### config.mk
export PLATFORM = sky130hd
export DESIGN_NAME = fpu_top
export DESIGN_NICKNAME = d
export VERILOG_FILES = /design/src/fpu_ctrl_pkg.sv /design/src/fpu_fmt_pkg.sv /design/src/fpu_bus_regs.sv /design/src/fpu_restoring_div.sv /design/src/fpu_result_pack.sv /design/src/fpu_sequencer.sv /design/src/fpu_shift_add_mul.sv /design/src/fpu_top.sv
export SDC_FILE = /design/constraint.sdc
export NUM_CORES = 1
export LEC_CHECK = 0
export BUFFER_PORTS_ARGS = -buffer_cell sky130_fd_sc_hd__clkbuf_2
export CORE_MARGIN = 2
export CORE_UTILIZATION = 45
export DETAILED_ROUTE_END_ITERATION = 7
export HOLD_SLACK_MARGIN = 0.12
export SLEW_MARGIN = 30
export SYNTH_ARGS = -nofsm -noshare
export SYNTH_HDL_FRONTEND = slang
export SYNTH_SLANG_ARGS = --single-unit
export TNS_END_PERCENT = 10
### constraint.sdc
create_clock -name clk -period 4 [get_ports clk]
set_input_delay 0.4 -clock clk [delete_from_list [all_inputs] [get_ports clk]]
set_output_delay 0.4 -clock clk [all_outputs]
set_load 0.005 [all_outputs]
### src/fpu_ctrl_pkg.sv
/*
  host bus, register map and state encodings of the coprocessor.
  bus strobes cs, rd and wr are active low.
  address 9 is the start strobe on write and result byte 0 on read.
*/
package fpu_ctrl_pkg;

  typedef logic [3:0] reg_addr_t;
  typedef logic [7:0] bus_data_t;

  // only multiply and divide are implemented
  typedef enum logic [3:0] {
    op_mul = 4'd2,
    op_div = 4'd3
  } fpu_op_e;

  // ------------------------------
  // register map
  // ------------------------------
  localparam reg_addr_t reg_a0    = 4'h0;
  localparam reg_addr_t reg_a1    = 4'h1;
  localparam reg_addr_t reg_a2    = 4'h2;
  localparam reg_addr_t reg_a3    = 4'h3;
  localparam reg_addr_t reg_b0    = 4'h4;
  localparam reg_addr_t reg_b1    = 4'h5;
  localparam reg_addr_t reg_b2    = 4'h6;
  localparam reg_addr_t reg_b3    = 4'h7;
  localparam reg_addr_t reg_op    = 4'h8;
  localparam reg_addr_t reg_start = 4'h9;
  // result bytes, r0 shares the start address
  localparam reg_addr_t reg_r0    = 4'h9;
  localparam reg_addr_t reg_r1    = 4'ha;
  localparam reg_addr_t reg_r2    = 4'hb;
  localparam reg_addr_t reg_r3    = 4'hc;

  // host request, strobes active low
  typedef struct packed {
    reg_addr_t addr;
    logic      cs;
    logic      rd;
    logic      wr;
    bus_data_t wdata;
  } bus_req_t;

  // ------------------------------
  // state machines
  // ------------------------------
  typedef enum logic [1:0] {seq_idle, seq_run, seq_ack} seq_state_e;
  typedef enum logic [1:0] {mul_idle, mul_add, mul_shift} mul_state_e;
  typedef enum logic [1:0] {div_idle, div_test, div_shift} div_state_e;

endpackage

### src/fpu_fmt_pkg.sv
/*
  binary32 word layout and field types for the coprocessor datapath.
  only normal operands are supported, so zero, subnormal, infinity and
  nan encodings have no meaning here.
*/
package fpu_fmt_pkg;

  // ------------------------------
  // format constants
  // ------------------------------
  localparam int exp_bias = 127;
  // significand width with the hidden bit
  localparam int mant_w = 24;

  // ------------------------------
  // field types
  // ------------------------------
  typedef logic [31:0] fp32_t;
  typedef logic [7:0]  exp_t;
  typedef logic [22:0] frac_t;

  // ieee bit order, sign in bit 31
  typedef struct packed {
    logic  sign;
    exp_t  exp;
    frac_t frac;
  } fp_fields_t;

  // operand pair seen by both units and the result stage
  typedef struct packed {
    fp32_t a;
    fp32_t b;
  } operands_t;

endpackage

### src/fpu_bus_regs.sv
/*
  host register file. writes land on the edge where cs and wr are low.
  reads are combinational and return zero when not selected.
  a start write with an op other than mul or div is dropped.
  only the low nibble of the op byte is stored.
*/
`timescale 1ns/1ps

module fpu_bus_regs
  import fpu_fmt_pkg::*, fpu_ctrl_pkg::*;
(
  input  logic      clk,
  input  logic      arst,
  input  bus_req_t  bus,
  output bus_data_t rdata,
  output operands_t ops,
  input  fp32_t     result,
  input  logic      result_valid,
  output logic      start,
  output logic      is_div
);

  fpu_op_e op_q;
  logic    wr_en;
  logic    rd_en;
  logic    op_ok;

  assign wr_en = !bus.cs && !bus.wr;
  assign rd_en = !bus.cs && !bus.rd;
  assign op_ok = (op_q == op_mul) || (op_q == op_div);

  // ------------------------------
  // write side
  // ------------------------------
  always_ff @(posedge clk, posedge arst) begin
    if (arst) begin
      // both operands come up as 1.0
      ops.a  <= 32'h3f80_0000;
      ops.b  <= 32'h3f80_0000;
      op_q   <= op_mul;
      start  <= 1'b0;
      is_div <= 1'b0;
    end else begin
      start <= 1'b0;
      if (wr_en) begin
        case (bus.addr)
          reg_a0: ops.a[7:0]   <= bus.wdata;
          reg_a1: ops.a[15:8]  <= bus.wdata;
          reg_a2: ops.a[23:16] <= bus.wdata;
          reg_a3: ops.a[31:24] <= bus.wdata;
          reg_b0: ops.b[7:0]   <= bus.wdata;
          reg_b1: ops.b[15:8]  <= bus.wdata;
          reg_b2: ops.b[23:16] <= bus.wdata;
          reg_b3: ops.b[31:24] <= bus.wdata;
          reg_op: op_q <= fpu_op_e'(bus.wdata[3:0]);
          reg_start: begin
            start  <= op_ok;
            is_div <= (op_q == op_div);
          end
          default: ;
        endcase
      end
      // chained operations start from the last result
      if (result_valid) begin
        ops.a <= result;
      end
    end
  end

  // ------------------------------
  // readback mux
  // ------------------------------
  always_comb begin
    rdata = '0;
    if (rd_en) begin
      case (bus.addr)
        reg_a0:  rdata = ops.a[7:0];
        reg_a1:  rdata = ops.a[15:8];
        reg_a2:  rdata = ops.a[23:16];
        reg_a3:  rdata = ops.a[31:24];
        reg_b0:  rdata = ops.b[7:0];
        reg_b1:  rdata = ops.b[15:8];
        reg_b2:  rdata = ops.b[23:16];
        reg_b3:  rdata = ops.b[31:24];
        reg_op:  rdata = {4'b0000, op_q};
        reg_r0:  rdata = result[7:0];
        reg_r1:  rdata = result[15:8];
        reg_r2:  rdata = result[23:16];
        reg_r3:  rdata = result[31:24];
        default: rdata = '0;
      endcase
    end
  end

endmodule

### src/fpu_restoring_div.sv
/*
  iterative restoring significand divider.
  hidden bits are assumed set, so operands must be normal.
  quotient is floor(ma * 2^(mant_w) / mb), mant_w+1 bits wide, top bit
  set when ma >= mb. done follows start by 1 + 2*(mant_w+1) cycles.
*/
`timescale 1ns/1ps

module fpu_restoring_div
  import fpu_fmt_pkg::*, fpu_ctrl_pkg::*;
#(
  parameter int mant_w = 24
) (
  input  logic            clk,
  input  logic            arst,
  input  logic            start,
  input  operands_t       ops,
  output logic            done,
  output logic [mant_w:0] quotient
);

  localparam int cnt_w = $clog2(mant_w + 1);

  div_state_e        state;
  logic [cnt_w-1:0]  count;
  logic              last;
  logic [mant_w-1:0] dvsr;
  // remainder stays below twice the divisor
  logic [mant_w:0]   rem;
  logic [mant_w+1:0] trial;

  // top bit set means the trial went negative
  assign trial = {1'b0, rem} - {2'b00, dvsr};
  assign last  = (count == cnt_w'(mant_w));

  // ------------------------------
  // control
  // ------------------------------
  always_ff @(posedge clk, posedge arst) begin
    if (arst) begin
      state <= div_idle;
      count <= '0;
      done  <= 1'b0;
    end else begin
      done <= 1'b0;
      case (state)
        div_idle: begin
          count <= '0;
          if (start) state <= div_test;
        end
        div_test: state <= div_shift;
        div_shift: begin
          count <= count + 1'b1;
          state <= last ? div_idle : div_test;
          done  <= last;
        end
        default: state <= div_idle;
      endcase
    end
  end

  // datapath
  always_ff @(posedge clk) begin
    case (state)
      div_idle: if (start) begin
        dvsr <= {1'b1, ops.b[mant_w-2:0]};
        rem  <= {2'b01, ops.a[mant_w-2:0]};
      end
      div_test: begin
        quotient <= {quotient[mant_w-1:0], !trial[mant_w+1]};
        // keep the difference only when it did not go negative
        if (!trial[mant_w+1]) rem <= trial[mant_w:0];
      end
      div_shift: rem <= rem << 1;
      default: ;
    endcase
  end

endmodule

### src/fpu_result_pack.sv
/*
  normalizes the raw value of the unit that finished and registers it
  as an ieee word. the fraction is truncated.
  exponent overflow and underflow are not detected.
*/
`timescale 1ns/1ps

module fpu_result_pack
  import fpu_fmt_pkg::*;
(
  input  logic                clk,
  input  logic                arst,
  input  operands_t           ops,
  input  logic                mul_done,
  input  logic [2*mant_w-1:0] product,
  input  logic                div_done,
  input  logic [mant_w:0]     quotient,
  output fp32_t               result,
  output logic                result_valid
);

  fp_fields_t fa;
  fp_fields_t fb;
  fp_fields_t mul_f;
  fp_fields_t div_f;
  logic       sign;
  logic       mul_hi;
  logic       div_hi;
  logic [9:0] mul_exp;
  logic [9:0] div_exp;

  assign fa     = ops.a;
  assign fb     = ops.b;
  assign sign   = fa.sign ^ fb.sign;
  // product in [1,4), quotient in (1/2,2)
  assign mul_hi = product[2*mant_w-1];
  assign div_hi = quotient[mant_w];

  // ------------------------------
  // exponents, kept wide then cut
  // ------------------------------
  assign mul_exp = {2'b00, fa.exp} + {2'b00, fb.exp} - 10'(exp_bias) + {9'd0, mul_hi};
  assign div_exp = {2'b00, fa.exp} - {2'b00, fb.exp} + 10'(exp_bias - 1) + {9'd0, div_hi};

  always_comb begin
    mul_f.sign = sign;
    mul_f.exp  = mul_exp[7:0];
    mul_f.frac = mul_hi ? product[2*mant_w-2:mant_w] : product[2*mant_w-3:mant_w-1];
    div_f.sign = sign;
    div_f.exp  = div_exp[7:0];
    div_f.frac = div_hi ? quotient[mant_w-1:1] : quotient[mant_w-2:0];
  end

  always_ff @(posedge clk, posedge arst) begin
    if (arst) begin
      result       <= '0;
      result_valid <= 1'b0;
    end else begin
      result_valid <= mul_done || div_done;
      if (mul_done) begin
        result <= mul_f;
      end else if (div_done) begin
        result <= div_f;
      end
    end
  end

  a_one_done: assert property (@(posedge clk) disable iff (arst)
    !(mul_done && div_done))
    else $error("both units finished in the same cycle");

endmodule

### src/fpu_sequencer.sv
/*
  command sequencer. one start strobe launches exactly one unit.
  busy and cmd_end are registered and held until end_ack is sampled.
  start strobes outside idle are ignored.
*/
`timescale 1ns/1ps

module fpu_sequencer
  import fpu_ctrl_pkg::*;
(
  input  logic clk,
  input  logic arst,
  input  logic start,
  input  logic is_div,
  input  logic result_valid,
  input  logic end_ack,
  output logic mul_start,
  output logic div_start,
  output logic busy,
  output logic cmd_end
);

  seq_state_e state;
  seq_state_e state_nxt;
  logic       launch;

  assign launch = (state == seq_idle) && start;

  always_comb begin
    state_nxt = state;
    case (state)
      seq_idle: if (start) state_nxt = seq_run;
      // result stage pulses once per command
      seq_run:  if (result_valid) state_nxt = seq_ack;
      seq_ack:  if (end_ack) state_nxt = seq_idle;
      default:  state_nxt = seq_idle;
    endcase
  end

  // outputs follow the next state
  always_ff @(posedge clk, posedge arst) begin
    if (arst) begin
      state     <= seq_idle;
      mul_start <= 1'b0;
      div_start <= 1'b0;
      busy      <= 1'b0;
      cmd_end   <= 1'b0;
    end else begin
      state     <= state_nxt;
      mul_start <= launch && !is_div;
      div_start <= launch && is_div;
      busy      <= (state_nxt != seq_idle);
      cmd_end   <= (state_nxt == seq_ack);
    end
  end

  // ------------------------------
  // checks
  // ------------------------------
  // each command launches exactly one unit, on the edge where busy rises
  a_one_unit: assert property (@(posedge clk) disable iff (arst)
    (mul_start || div_start || $rose(busy)) |-> $rose(busy) && (mul_start != div_start))
    else $error("unit launch does not match the start of a command");

  // host must see cmd_end until it acknowledges
  a_end_held: assert property (@(posedge clk) disable iff (arst)
    cmd_end && !end_ack |=> cmd_end && busy)
    else $error("cmd_end dropped before end_ack");

endmodule

### src/fpu_shift_add_mul.sv
/*
  iterative shift and add significand multiplier.
  hidden bits are assumed set, so operands must be normal.
  done follows start by 1 + 2*mant_w cycles, product is held until the
  next start.
*/
`timescale 1ns/1ps

module fpu_shift_add_mul
  import fpu_fmt_pkg::*, fpu_ctrl_pkg::*;
#(
  parameter int mant_w = 24
) (
  input  logic                clk,
  input  logic                arst,
  input  logic                start,
  input  operands_t           ops,
  output logic                done,
  output logic [2*mant_w-1:0] product
);

  localparam int cnt_w = $clog2(mant_w);

  mul_state_e        state;
  logic [cnt_w-1:0]  count;
  logic              last;
  logic [mant_w-1:0] mcand;
  // carry on top, partial product above the multiplier bits
  logic [2*mant_w:0] acc;

  assign last    = (count == cnt_w'(mant_w - 1));
  assign product = acc[2*mant_w-1:0];

  // ------------------------------
  // control
  // ------------------------------
  always_ff @(posedge clk, posedge arst) begin
    if (arst) begin
      state <= mul_idle;
      count <= '0;
      done  <= 1'b0;
    end else begin
      done <= 1'b0;
      case (state)
        mul_idle: begin
          count <= '0;
          if (start) state <= mul_add;
        end
        mul_add: state <= mul_shift;
        mul_shift: begin
          count <= count + 1'b1;
          state <= last ? mul_idle : mul_add;
          done  <= last;
        end
        default: state <= mul_idle;
      endcase
    end
  end

  // datapath
  always_ff @(posedge clk) begin
    case (state)
      mul_idle: if (start) begin
        mcand <= {1'b1, ops.a[mant_w-2:0]};
        acc   <= {{(mant_w+1){1'b0}}, 1'b1, ops.b[mant_w-2:0]};
      end
      mul_add: if (acc[0]) acc[2*mant_w:mant_w] <= acc[2*mant_w:mant_w] + {1'b0, mcand};
      mul_shift: acc <= acc >> 1;
      default: ;
    endcase
  end

  // done only ever ends a run launched 1 + 2*mant_w cycles earlier
  a_done_latency: assert property (@(posedge clk) disable iff (arst)
    done |-> $past(start, 2*mant_w + 1))
    else $error("multiplier done without a start 1 + 2*mant_w cycles earlier");

endmodule

### src/fpu_top.sv
/*
  single precision multiply and divide coprocessor on an 8-bit host bus.
  operands must be normal and results must stay in the normal range.
  results are truncated and written back into operand a for chaining.
  the host waits for cmd_end and answers with end_ack.
*/
`timescale 1ns/1ps

module fpu_top
  import fpu_fmt_pkg::*, fpu_ctrl_pkg::*;
(
  input  logic      clk,
  input  logic      arst,
  input  bus_req_t  bus,
  output bus_data_t rdata,
  input  logic      end_ack,
  output logic      busy,
  output logic      cmd_end
);

  operands_t           ops;
  fp32_t               result;
  logic                result_valid;
  logic                start;
  logic                is_div;
  logic                mul_start;
  logic                div_start;
  logic                mul_done;
  logic                div_done;
  logic [2*mant_w-1:0] product;
  logic [mant_w:0]     quotient;

  fpu_bus_regs u_bus_regs (
    .clk          (clk),
    .arst         (arst),
    .bus          (bus),
    .rdata        (rdata),
    .ops          (ops),
    .result       (result),
    .result_valid (result_valid),
    .start        (start),
    .is_div       (is_div)
  );

  fpu_sequencer u_sequencer (
    .clk          (clk),
    .arst         (arst),
    .start        (start),
    .is_div       (is_div),
    .result_valid (result_valid),
    .end_ack      (end_ack),
    .mul_start    (mul_start),
    .div_start    (div_start),
    .busy         (busy),
    .cmd_end      (cmd_end)
  );

  // both units see the same operands, only one is launched
  fpu_shift_add_mul #(.mant_w(mant_w)) u_mul (
    .clk     (clk),
    .arst    (arst),
    .start   (mul_start),
    .ops     (ops),
    .done    (mul_done),
    .product (product)
  );

  fpu_restoring_div #(.mant_w(mant_w)) u_div (
    .clk      (clk),
    .arst     (arst),
    .start    (div_start),
    .ops      (ops),
    .done     (div_done),
    .quotient (quotient)
  );

  fpu_result_pack u_result_pack (
    .clk          (clk),
    .arst         (arst),
    .ops          (ops),
    .mul_done     (mul_done),
    .product      (product),
    .div_done     (div_done),
    .quotient     (quotient),
    .result       (result),
    .result_valid (result_valid)
  );

endmodule

== Word level (Yosys, flattened, before mapping) ==
Index checks and enable logic that the tools add are counted.
Operators by class
  $add $sub $neg: 10
  equal/unequal tests: 27
  multiplexer cells: 39
  bitwise logic cells: 1
  reductions and logical operators: 42
Operators by type and width (count)
  $pmux W25 S3: 2
  $pmux W8 S13: 1
  $mux W32: 3
  $mux W25: 3
  $mux W8: 9
  $mux W64: 1
  $mux W49: 1
  $pmux W24 S2: 1
  $mux W23: 2
  $reduce_and A2 Y1: 13
  $sub A25 B24 Y26: 1
  $add A25 B24 Y25: 1
  $eq A4 B4 Y1 const B: 5
  $pmux W5 S2: 2
  $pmux W2 S3: 3
  $reduce_bool A2 Y1: 9
  $add A8 B1 Y8: 2
  $eq A4 B2 Y1 const B: 4
  $eq A4 B3 Y1 const B: 4
  $add A5 B1 Y5 const B: 2
  $eq A5 B5 Y1 const B: 2
  $mux W2: 5
  $add A8 B7 Y8 const B: 1
  $add A8 B8 Y8: 1
  other kinds (16): 41
Storage, ports and cells
  register bits: 270
  bits of input ports: 18
  output and inout port bits: 10
  logic and storage cells: 149

== Longest topological paths before layout ==
Gate-level depths: netlist of run 1.
  depth in word-level cells: 5
  gate-level depth with buffers: 16
  mapped depth without buffers: 14

== Hierarchy ==
From an unflattened synthesis of run 1, not the netlist that was laid out.
Second synthesis, totals
  cell total of the unflattened synthesis: 1541
  area total of the unflattened synthesis: 16377.0 um^2
Modules (own cells, without submodules)
  fpu_shift_add_mul: times used 1, cells each 418, area each 4797.1 um^2
  fpu_restoring_div: times used 1, cells each 403, area each 4476.8 um^2
  fpu_bus_regs: times used 1, cells each 384, area each 4098.9 um^2
  fpu_result_pack: times used 1, cells each 318, area each 2788.9 um^2
  fpu_sequencer: times used 1, cells each 18, area each 215.2 um^2

== Worst setup path before layout of run 1 ==
No wires, ideal clock.
  kind: reg-to-reg
  start point: register u_div.rem[7]
  end point: register u_div.rem[0] (enable)
  arrival: 3.043 ns
  required time: 3.578 ns
  setup slack: 0.535 ns
  cell stages (with the launch flop): 10
  period minus slack after synthesis: 3.465 ns
  cells stage by stage: edfxtp_1 > ha_1 > and3_1 > and2_1 > a21oi_2 > o211ai_1 > a21oi_2 > a21oi_1 > o21ai_0 > a31oi_1
Between the ends
  cells in the longest elaborated chain, start to end: 3
Ends and longest elaborated chain
  from (decl): RTL line fpu_restoring_div.sv:29  | logic [mant_w:0] rem;
  from (signal assigned): RTL line fpu_restoring_div.sv:67  | rem <= {2'b01, ops.a[mant_w-2:0]};
  from (signal assigned): RTL line fpu_restoring_div.sv:72  | if (!trial[mant_w+1]) rem <= trial[mant_w:0];
  from (signal assigned): RTL line fpu_restoring_div.sv:74  | div_shift: rem <= rem << 1;
  $sub A25 B24 Y26: RTL line fpu_restoring_div.sv:33  | assign trial = {1'b0, rem} - {2'b00, dvsr};
  $ne A2 B2 Y1 (no source line)
  $reduce_and A3 Y1 (no source line)
No other way between the ends.
A chain may end at the register's enable or synchronous reset.

== Worst setup path after layout of run 1 ==
  start point: register u_div.rem[7]
  end point: register u_div.rem[24] (enable)
Same word-level chain as after synthesis.

==> impl_results.md, run 1 <==
- Asr flop ratio synth: 46.30%
- RSZ-0062 raised after global routing: false
- TritonCTS clock tree: done
- Leak: 7.010 nW
- Critical R2R Capture: u_div.rem[24]$_DFFE_PP_
- CP required: 4.26 ns
- Mapped cell area: 15460 sq um
- Clock skew: 0.02917 ns
- Worst-path clk slew: 0.06 ns
- # diodes: 0
- Final Max Tran Viols: 0
- Warnings, synthesis: 0
- Hold-critical path endpoint: u_bus_regs.ops[28]$_DFFE_PP1P_
- Initial antenna violation count: 1
- CP Data Arrival Time: 3.45 ns
- Final setup vio count: 0
- Port Buffer Count: 27
- Hold Crit Class: input pin to flip-flop
- Num rows: 67
- Top post-synthesis cells by area: edfxtp_1, dfrtp_1, ha_1
- Slew headroom: 42.82%
- FMAX: 313.0 MHz
- Synthesized area per cell: 10.46 sq um
- Max Cap Viol: 0
- Vias: 11398
- Number of synthesized flops with an enable pin: 145
- Gr usage total: 23.62%
- I/O pin cnt: 28
- Number of distinct library cells after synthesis: 71
- P_sw: 2.484 mW
- Sw frac: 30.67%
- Post-CTS sizing: 0
- Die area: 35850 sq um
- CTS Buf Count: 31
- Area leader, netlist: edfxtp_1
- Clk network pwr share: 35.7%
- Reg2reg start: u_div.rem[7]$_DFFE_PP_
- Tcrit/Tclk final: 79.86%
- Clk_lat worst skew: 0.58 ns
- Root cell of the clock tree: clkbuf_16
- R2R Setup Slk: 0.81 ns
- # DRC: 0
- Fraction of final layout cells sized beyond drive strength 1: 13.44%
- WHS Path Cells: 3
- Worst-margin pin slew: 0.8560 ns
- Drt initial violations: 859
- Hold Vio Cnt, Final: 0
- Initial Util: 45.86%
- Crit-path max FO: 18
- HPWL Detailed: 30.00 mm
- Crit path time final: 3.195 ns
- First-pass iteration count of the detailed router: 5
- Worst-case clock buffer depth: 3
- Setup TNS: 0 ns
- Nets: 1586
- Routability cong.: 0.9358
- Global-route wire length before repair: 65.37 mm
- CP endpoint kind: flip-flop
- Hold path startpoint: bus[4]
- CP startpoint: u_div.rem[7]$_DFFE_PP_
- Grt ovf: 0
- Die H: 189.3 microns
- Core Area: 33700 sq um
- Post-synthesis cell count: 1477
- Final WL: 42.05 mm
- Vias in the first global route: 11197
- Clock tree sinks: 270
- Post-synthesis sequential area ratio: 48.53%
- Combinational share of power: 20.0%
- ANT nets after route: 0
- Status: finished, final reports clean
- #FFs+latches synth: 270
- VDD IR-drop max: 395.2 uV
- Total chip power: 8.101 mW
- Crit path kind: flip-flop to flip-flop
- DR vias/cell: 5.842
- Power Density: 474.1 nW/um^2
- Seq pwr share: 44.3%
- Largest net degree at the start of global routing: 68
- Pint: 5.616 mW
- Critical path launch point type: flip-flop
- Net Count, Synth: 1585
- Synth top area share: 28.17%
- DR WL/cell: 21.55 microns
- P&R area growth vs syn: 10.55%
- H-tree levels: 1
- R2R cell count: 10
- DIE WIDTH: 189.3 microns
- Dominant synthesized flop cell: edfxtp_1
critical path, stage by stage, from the launching register on:
cell	delay [ns]
edfxtp_1	0.39
ha_1	0.40
and3_1	0.23
and2_1	0.15
a21oi_2	0.08
o211ai_1	0.27
a21oi_2	0.13
a21oi_1	0.13
o21ai_0	0.17
a31oi_2	0.52
buf_4	0.39
cell type report:
| cell class | count | area (sq um) |
|---|---|---|
| fill | 3076 | 16610 |
| sequential | 270 | 7510 |
| multi-input combinational | 1055 | 7402 |
| clock buffer | 35 | 843.3 |
| tap | 448 | 560.5 |
| inverter | 77 | 294.0 |
| timing repair buffer | 43 | 272.8 |
| clock inverter | 23 | 203.9 |
cells in the final DEF, fill, tap and decap left out, drive strengths merged, types with 30 or more instances in the layout:
cell    instances
a21oi         136
clkbuf         62
dfrtp         110
edfxtp        145
ha             86
inv            81
mux2           67
mux2i          93
nand2         135
nor2           95
nor2b          34
o21ai         140
xnor2          30
xor2           30
power by group through the flow:
| stage | sequential, mW | clock [mW] | combinational [mW] |
|---|---|---|---|
| finish | 3.59 | 2.89 | 1.62 |
| detailed placement | 3.64 | 0 | 1.61 |
| global route | 3.61 | 3.06 | 1.81 |
| floorplan | 3.44 | 0 | 1.25 |
| CTS | 3.59 | 2.94 | 1.62 |
| global placement | 3.64 | 0 | 1.58 |
metrics by stage:
| stage | std cells | setup slack, ns | utilization [%] | hold slack, ns | area [sq um] |
|---|---|---|---|---|---|
| after floorplan | 1477 | 0.2972 | - | 0.4252 | 15460 |
| after global placement | 1891 | 0.8848 | 47.48 | 0.4329 | 16000 |
| after detailed placement | 1891 | 0.8232 | 47.48 | 0.4444 | 16000 |
| after CTS | 1951 | 0.7931 | 50.65 | 0.2196 | 17070 |
| after global routing | 1951 | 0.5602 | 50.70 | 0.2609 | 17090 |
| final | 1951 | 0.8055 | 50.70 | 0.2569 | 17090 |
metal layers:
metal	vias up	part of all wire, %	GRT usage [%]	routed length, microns
li1	5362	-	-	-
met1	5645	47	34.50	19680
met2	320	45	36.62	18830
met3	71	5.4	2.743	2252
met4	0	3.1	7.931	1285
met5	-	0	0	0
worst max path at each step:
stage                                          to  slack (ns)  cells after the start
finish                    u_div.rem[24]$_DFFE_PP_        0.81                     10
global route              u_div.rem[24]$_DFFE_PP_        0.56                     10
CTS                        u_div.rem[6]$_DFFE_PP_        0.79                     10
detailed placement        u_div.rem[11]$_DFFE_PP_        0.82                     10
global placement          u_div.rem[11]$_DFFE_PP_        0.88                     10
floorplan           u_bus_regs.is_div$_DFFE_PP0P_        0.30                      1
state kept, by name, summed over array words and instances (netlist names):
signal                      count
u_div.quotient                 25
u_sequencer.cmd_end             1
u_mul.done                      1
u_sequencer.busy                1
u_sequencer.state               2
u_result_pack.result_valid      1
u_bus_regs.ops                 64
u_mul.state                     2
u_div.dvsr                     23
u_sequencer.div_start           1
u_div.rem                      25
u_mul.acc                      49
u_div.count                     5
u_div.state                     2
u_bus_regs.start                1
u_div.done                      1
u_mul.mcand                    23
u_sequencer.mul_start           1
u_mul.count                     5
u_result_pack.result           32
u_bus_regs.is_div               1
u_bus_regs.op_q                 4
cell families after synthesis:
family,share of synthesized area (%)
AOI/OAI and AO/OA,15.46
xor gates and xnor gates,3.400
adders and majority gates,7.480
buffers and inverters,3.732
DFF,48.53
muxes,11.05
and+or+nand+nor,10.35
synth_stat cells, drive strengths merged, types with 6 or more instances:
| library cell | n |
|---|---|
| nand4 | 11 |
| nor2b | 34 |
| inv | 77 |
| xnor2 | 30 |
| mux2 | 67 |
| a22oi | 18 |
| nand3 | 16 |
| and2 | 7 |
| ha | 86 |
| dfstp | 15 |
| edfxtp | 145 |
| a21oi | 136 |
| dfrtp | 110 |
| mux2i | 93 |
| nand3b | 6 |
| buf | 21 |
| nand2 | 135 |
| nor3 | 6 |
| a31oi | 9 |
| nand2b | 10 |
| a21o | 21 |
| a32oi | 6 |
| o21ai | 140 |
| nor2 | 95 |
| xor2 | 30 |
| clkbuf | 54 |
what timing repair did:
| item | in CTS | in global routing |
|---|---|---|
| buffers inserted | 0 | 0 |
| endpoints found under the hold margin | 59 | 0 |
| hold buffers | 2 | 0 |
Power figures use the tool's default switching activity.
==> inputs of run 2 (changes only) <==
clock period = 2.68 ns   (was 4 ns; I/O delays follow)
==> run 2 against run 1 <==
The flow now finishes with violations (setup timing); combinational power up 66%; register-to-register slack lost 0.88 ns; first-iteration DRC count increased by 22%; cell count grew 3.6%; via count rose by 1.9%; critical endpoint is now u_mul.acc[46]$_DFFE_PP_; highest routed layer unchanged.
==> impl_results.md, run 2 (synthesis gave the netlist of run 1 again) <==
- Status: finished, violations left
- Failing checks: setup timing
- Slack of the critical path: -0.07900 ns
- Hold Vio Cnt, Final: 0
- Global-route wire length before repair: 66.67 mm
- Crit-path max FO: 3
- Leak: 7.374 nW
- I/O pin cnt: 28
- Critical path launch point type: flip-flop
- Max Cap Viol: 0
- VDD IR-drop max: 767.1 uV
- Combinational share of power: 22.3%
- Max stage delay on crit path: 0.43 ns
- CP required: 3.10 ns
- Power Density: 677.9 nW/um^2
- Max reg flops: 64
- Root cell of the clock tree: clkbuf_16
- Crit path time final: 2.759 ns
- Clk network pwr share: 33.8%
- Highest Signal Layer: met4
- Clock skew: 0.01869 ns
- ANT nets after route: 0
- Worst-margin pin slew: 0.8733 ns
- Crit path kind: flip-flop to flip-flop
- Final WL: 43.07 mm
- Grt ovf: 0
- Vias in the first global route: 11455
- FF/Latch Area: 7505 sq um
- Worst-case clock buffer depth: 3
- Die H: 189.3 microns
- Gr usage total: 24.15%
- DIE WIDTH: 189.3 microns
- Fraction of final layout cells sized beyond drive strength 1: 18.56%
- DR vias/cell: 5.747
- Fill cells: 2999
- TritonCTS clock tree: done
- Largest reg by FF count: u_bus_regs.ops
- Most frequent cells in the layout: edfxtp_1, nand2_1, o21ai_0, a21oi_1, dfrtp_1
- Largest regs: u_bus_regs.ops: 64 flops, u_mul.acc: 49 flops, u_result_pack.result: 32 flops
- Tcrit/Tclk final: 102.9%
- Slowest CP cell: edfxtp_1
- Die area: 35850 sq um
- CP endpoint kind: flip-flop
- Routability cong.: 0.9849
- Fin util: 52.86%
- Worst slack, placed: -0.2984 ns
- Final setup vio count: 2
- FMAX: 362.5 MHz
- Commonest non-fill, non-tap cell in the layout: edfxtp_1
- Fin area: 17810 sq um
- Drt initial violations: 1046
- H-tree levels: 1
- Final Max Tran Viols: 0
- Num rows: 67
- M1 WL: 20.04 mm
- Cell Chain, Critical Path: ha_4 -> fa_2 -> a21oi_2 -> nand4b_1 -> a21oi_2 -> o31a_1 -> a31o_1 -> o31a_1 -> nor4b_2 -> a211o_1
- Clk_lat worst skew: 0.56 ns
- Sw frac: 30.18%
- Vias: 11614
- Core Area: 33700 sq um
- Initial Util: 45.86%
- Slew headroom: 41.78%
- Worst-path clk slew: 0.07 ns
- # DRC: 0
- Total chip power: 12.07 mW
- Final cell count without fillers: 2021
- Initial antenna violation count: 0
- Seq pwr share: 44.0%
- Hold Crit Class: input pin to flip-flop
- # diodes: 0
- CTS Buf Count: 30
- Largest net degree at the start of global routing: 126
- Final hold slack: 0.1533 ns
- Nets: 1657
- DP Cell Count: 1956
- Setup TNS: -0.1534 ns
- Pint: 8.430 mW
- P_sw: 3.644 mW
- Met2 WL: 19.45 mm
- First-pass iteration count of the detailed router: 6
- HPWL Detailed: 31.33 mm
- Placed instance area: 16530 sq um
- RSZ-0062 raised after global routing: true
- P&R area growth vs syn: 15.24%
- Met3 wire len: 1.985 mm
- CP Data Arrival Time: 3.18 ns
- Port Buffer Count: 27
- DR WL/cell: 21.31 microns
- Multi-input gate area: 7607 sq um
- Clock tree sinks: 270
-- run 2: cell types whose count changed in the layout (fill, tap and decap cells not counted), sizes merged --
cell,previous run,this run
buf,14,83
bufinv,2,1
clkbuf,62,70
clkinv,11,8
clkinvlp,6,5
dlygate4sd3,2,4
inv,81,77
-- run 2: critical path, delay by kind of cell (launching register included) --
family	cells	cell delay [ns]
compound gates	6	1.25
simple gates	2	0.41
fa+ha+maj	2	0.54
flops	1	0.43
-- run 2: worst paths after layout --
path,startpoint,endpoint,depth (start not counted),slack (ns)
max reg2reg,u_mul.acc[24]$_DFFE_PP_,u_mul.acc[46]$_DFFE_PP_,10,-0.08
min in group asynchronous,arst,u_mul.count[4]$_DFFE_PP0P_,4,0.46
min reg2reg,u_div.quotient[23]$_DFFE_PP_,u_div.quotient[24]$_DFFE_PP_,0,0.48
max,u_mul.acc[24]$_DFFE_PP_,u_mul.acc[46]$_DFFE_PP_,10,-0.08
min,bus[10],u_bus_regs.start$_DFF_PP0_,4,0.15
max in group asynchronous,arst,u_div.done$_DFF_PP0_,4,1.66
-- run 2: repair_timing --
action                                 CTS  global route
setup endpoints to repair               33            50
hold buffers                             4             0
cloned                                   0             1
gates resized for setup                 10            39
pin swaps                                7            16
endpoints found under the hold margin  115             0
setup buffers                            2             2
-- run 2: area by class of cell --
class | count | area share, %
sequential | 270 | 42.13
multi-input combinational | 1055 | 42.71
inverter | 77 | 1.644
clock buffer | 42 | 4.882
clock inverter | 14 | 0.5830
timing repair buffer | 115 | 4.903
tap | 448 | 3.147
-- run 2: power by group through the flow --
stage | logic [mW] | clock network [mW] | registers, mW
global placement | 2.55 | 0 | 5.36
floorplan | 1.87 | 0 | 5.13
global route | 2.99 | 4.32 | 5.33
CTS | 2.66 | 4.14 | 5.29
detailed placement | 2.60 | 0 | 5.37
finish | 2.69 | 4.08 | 5.31
-- run 2: metal layers --
layer  vias to the layer above  global-route usage [%]
met5                         -                       0
met4                         0                   8.408
met3                        85                   2.836
met2                       290                   38.00
met1                      5726                   34.64
li1                       5513                       -
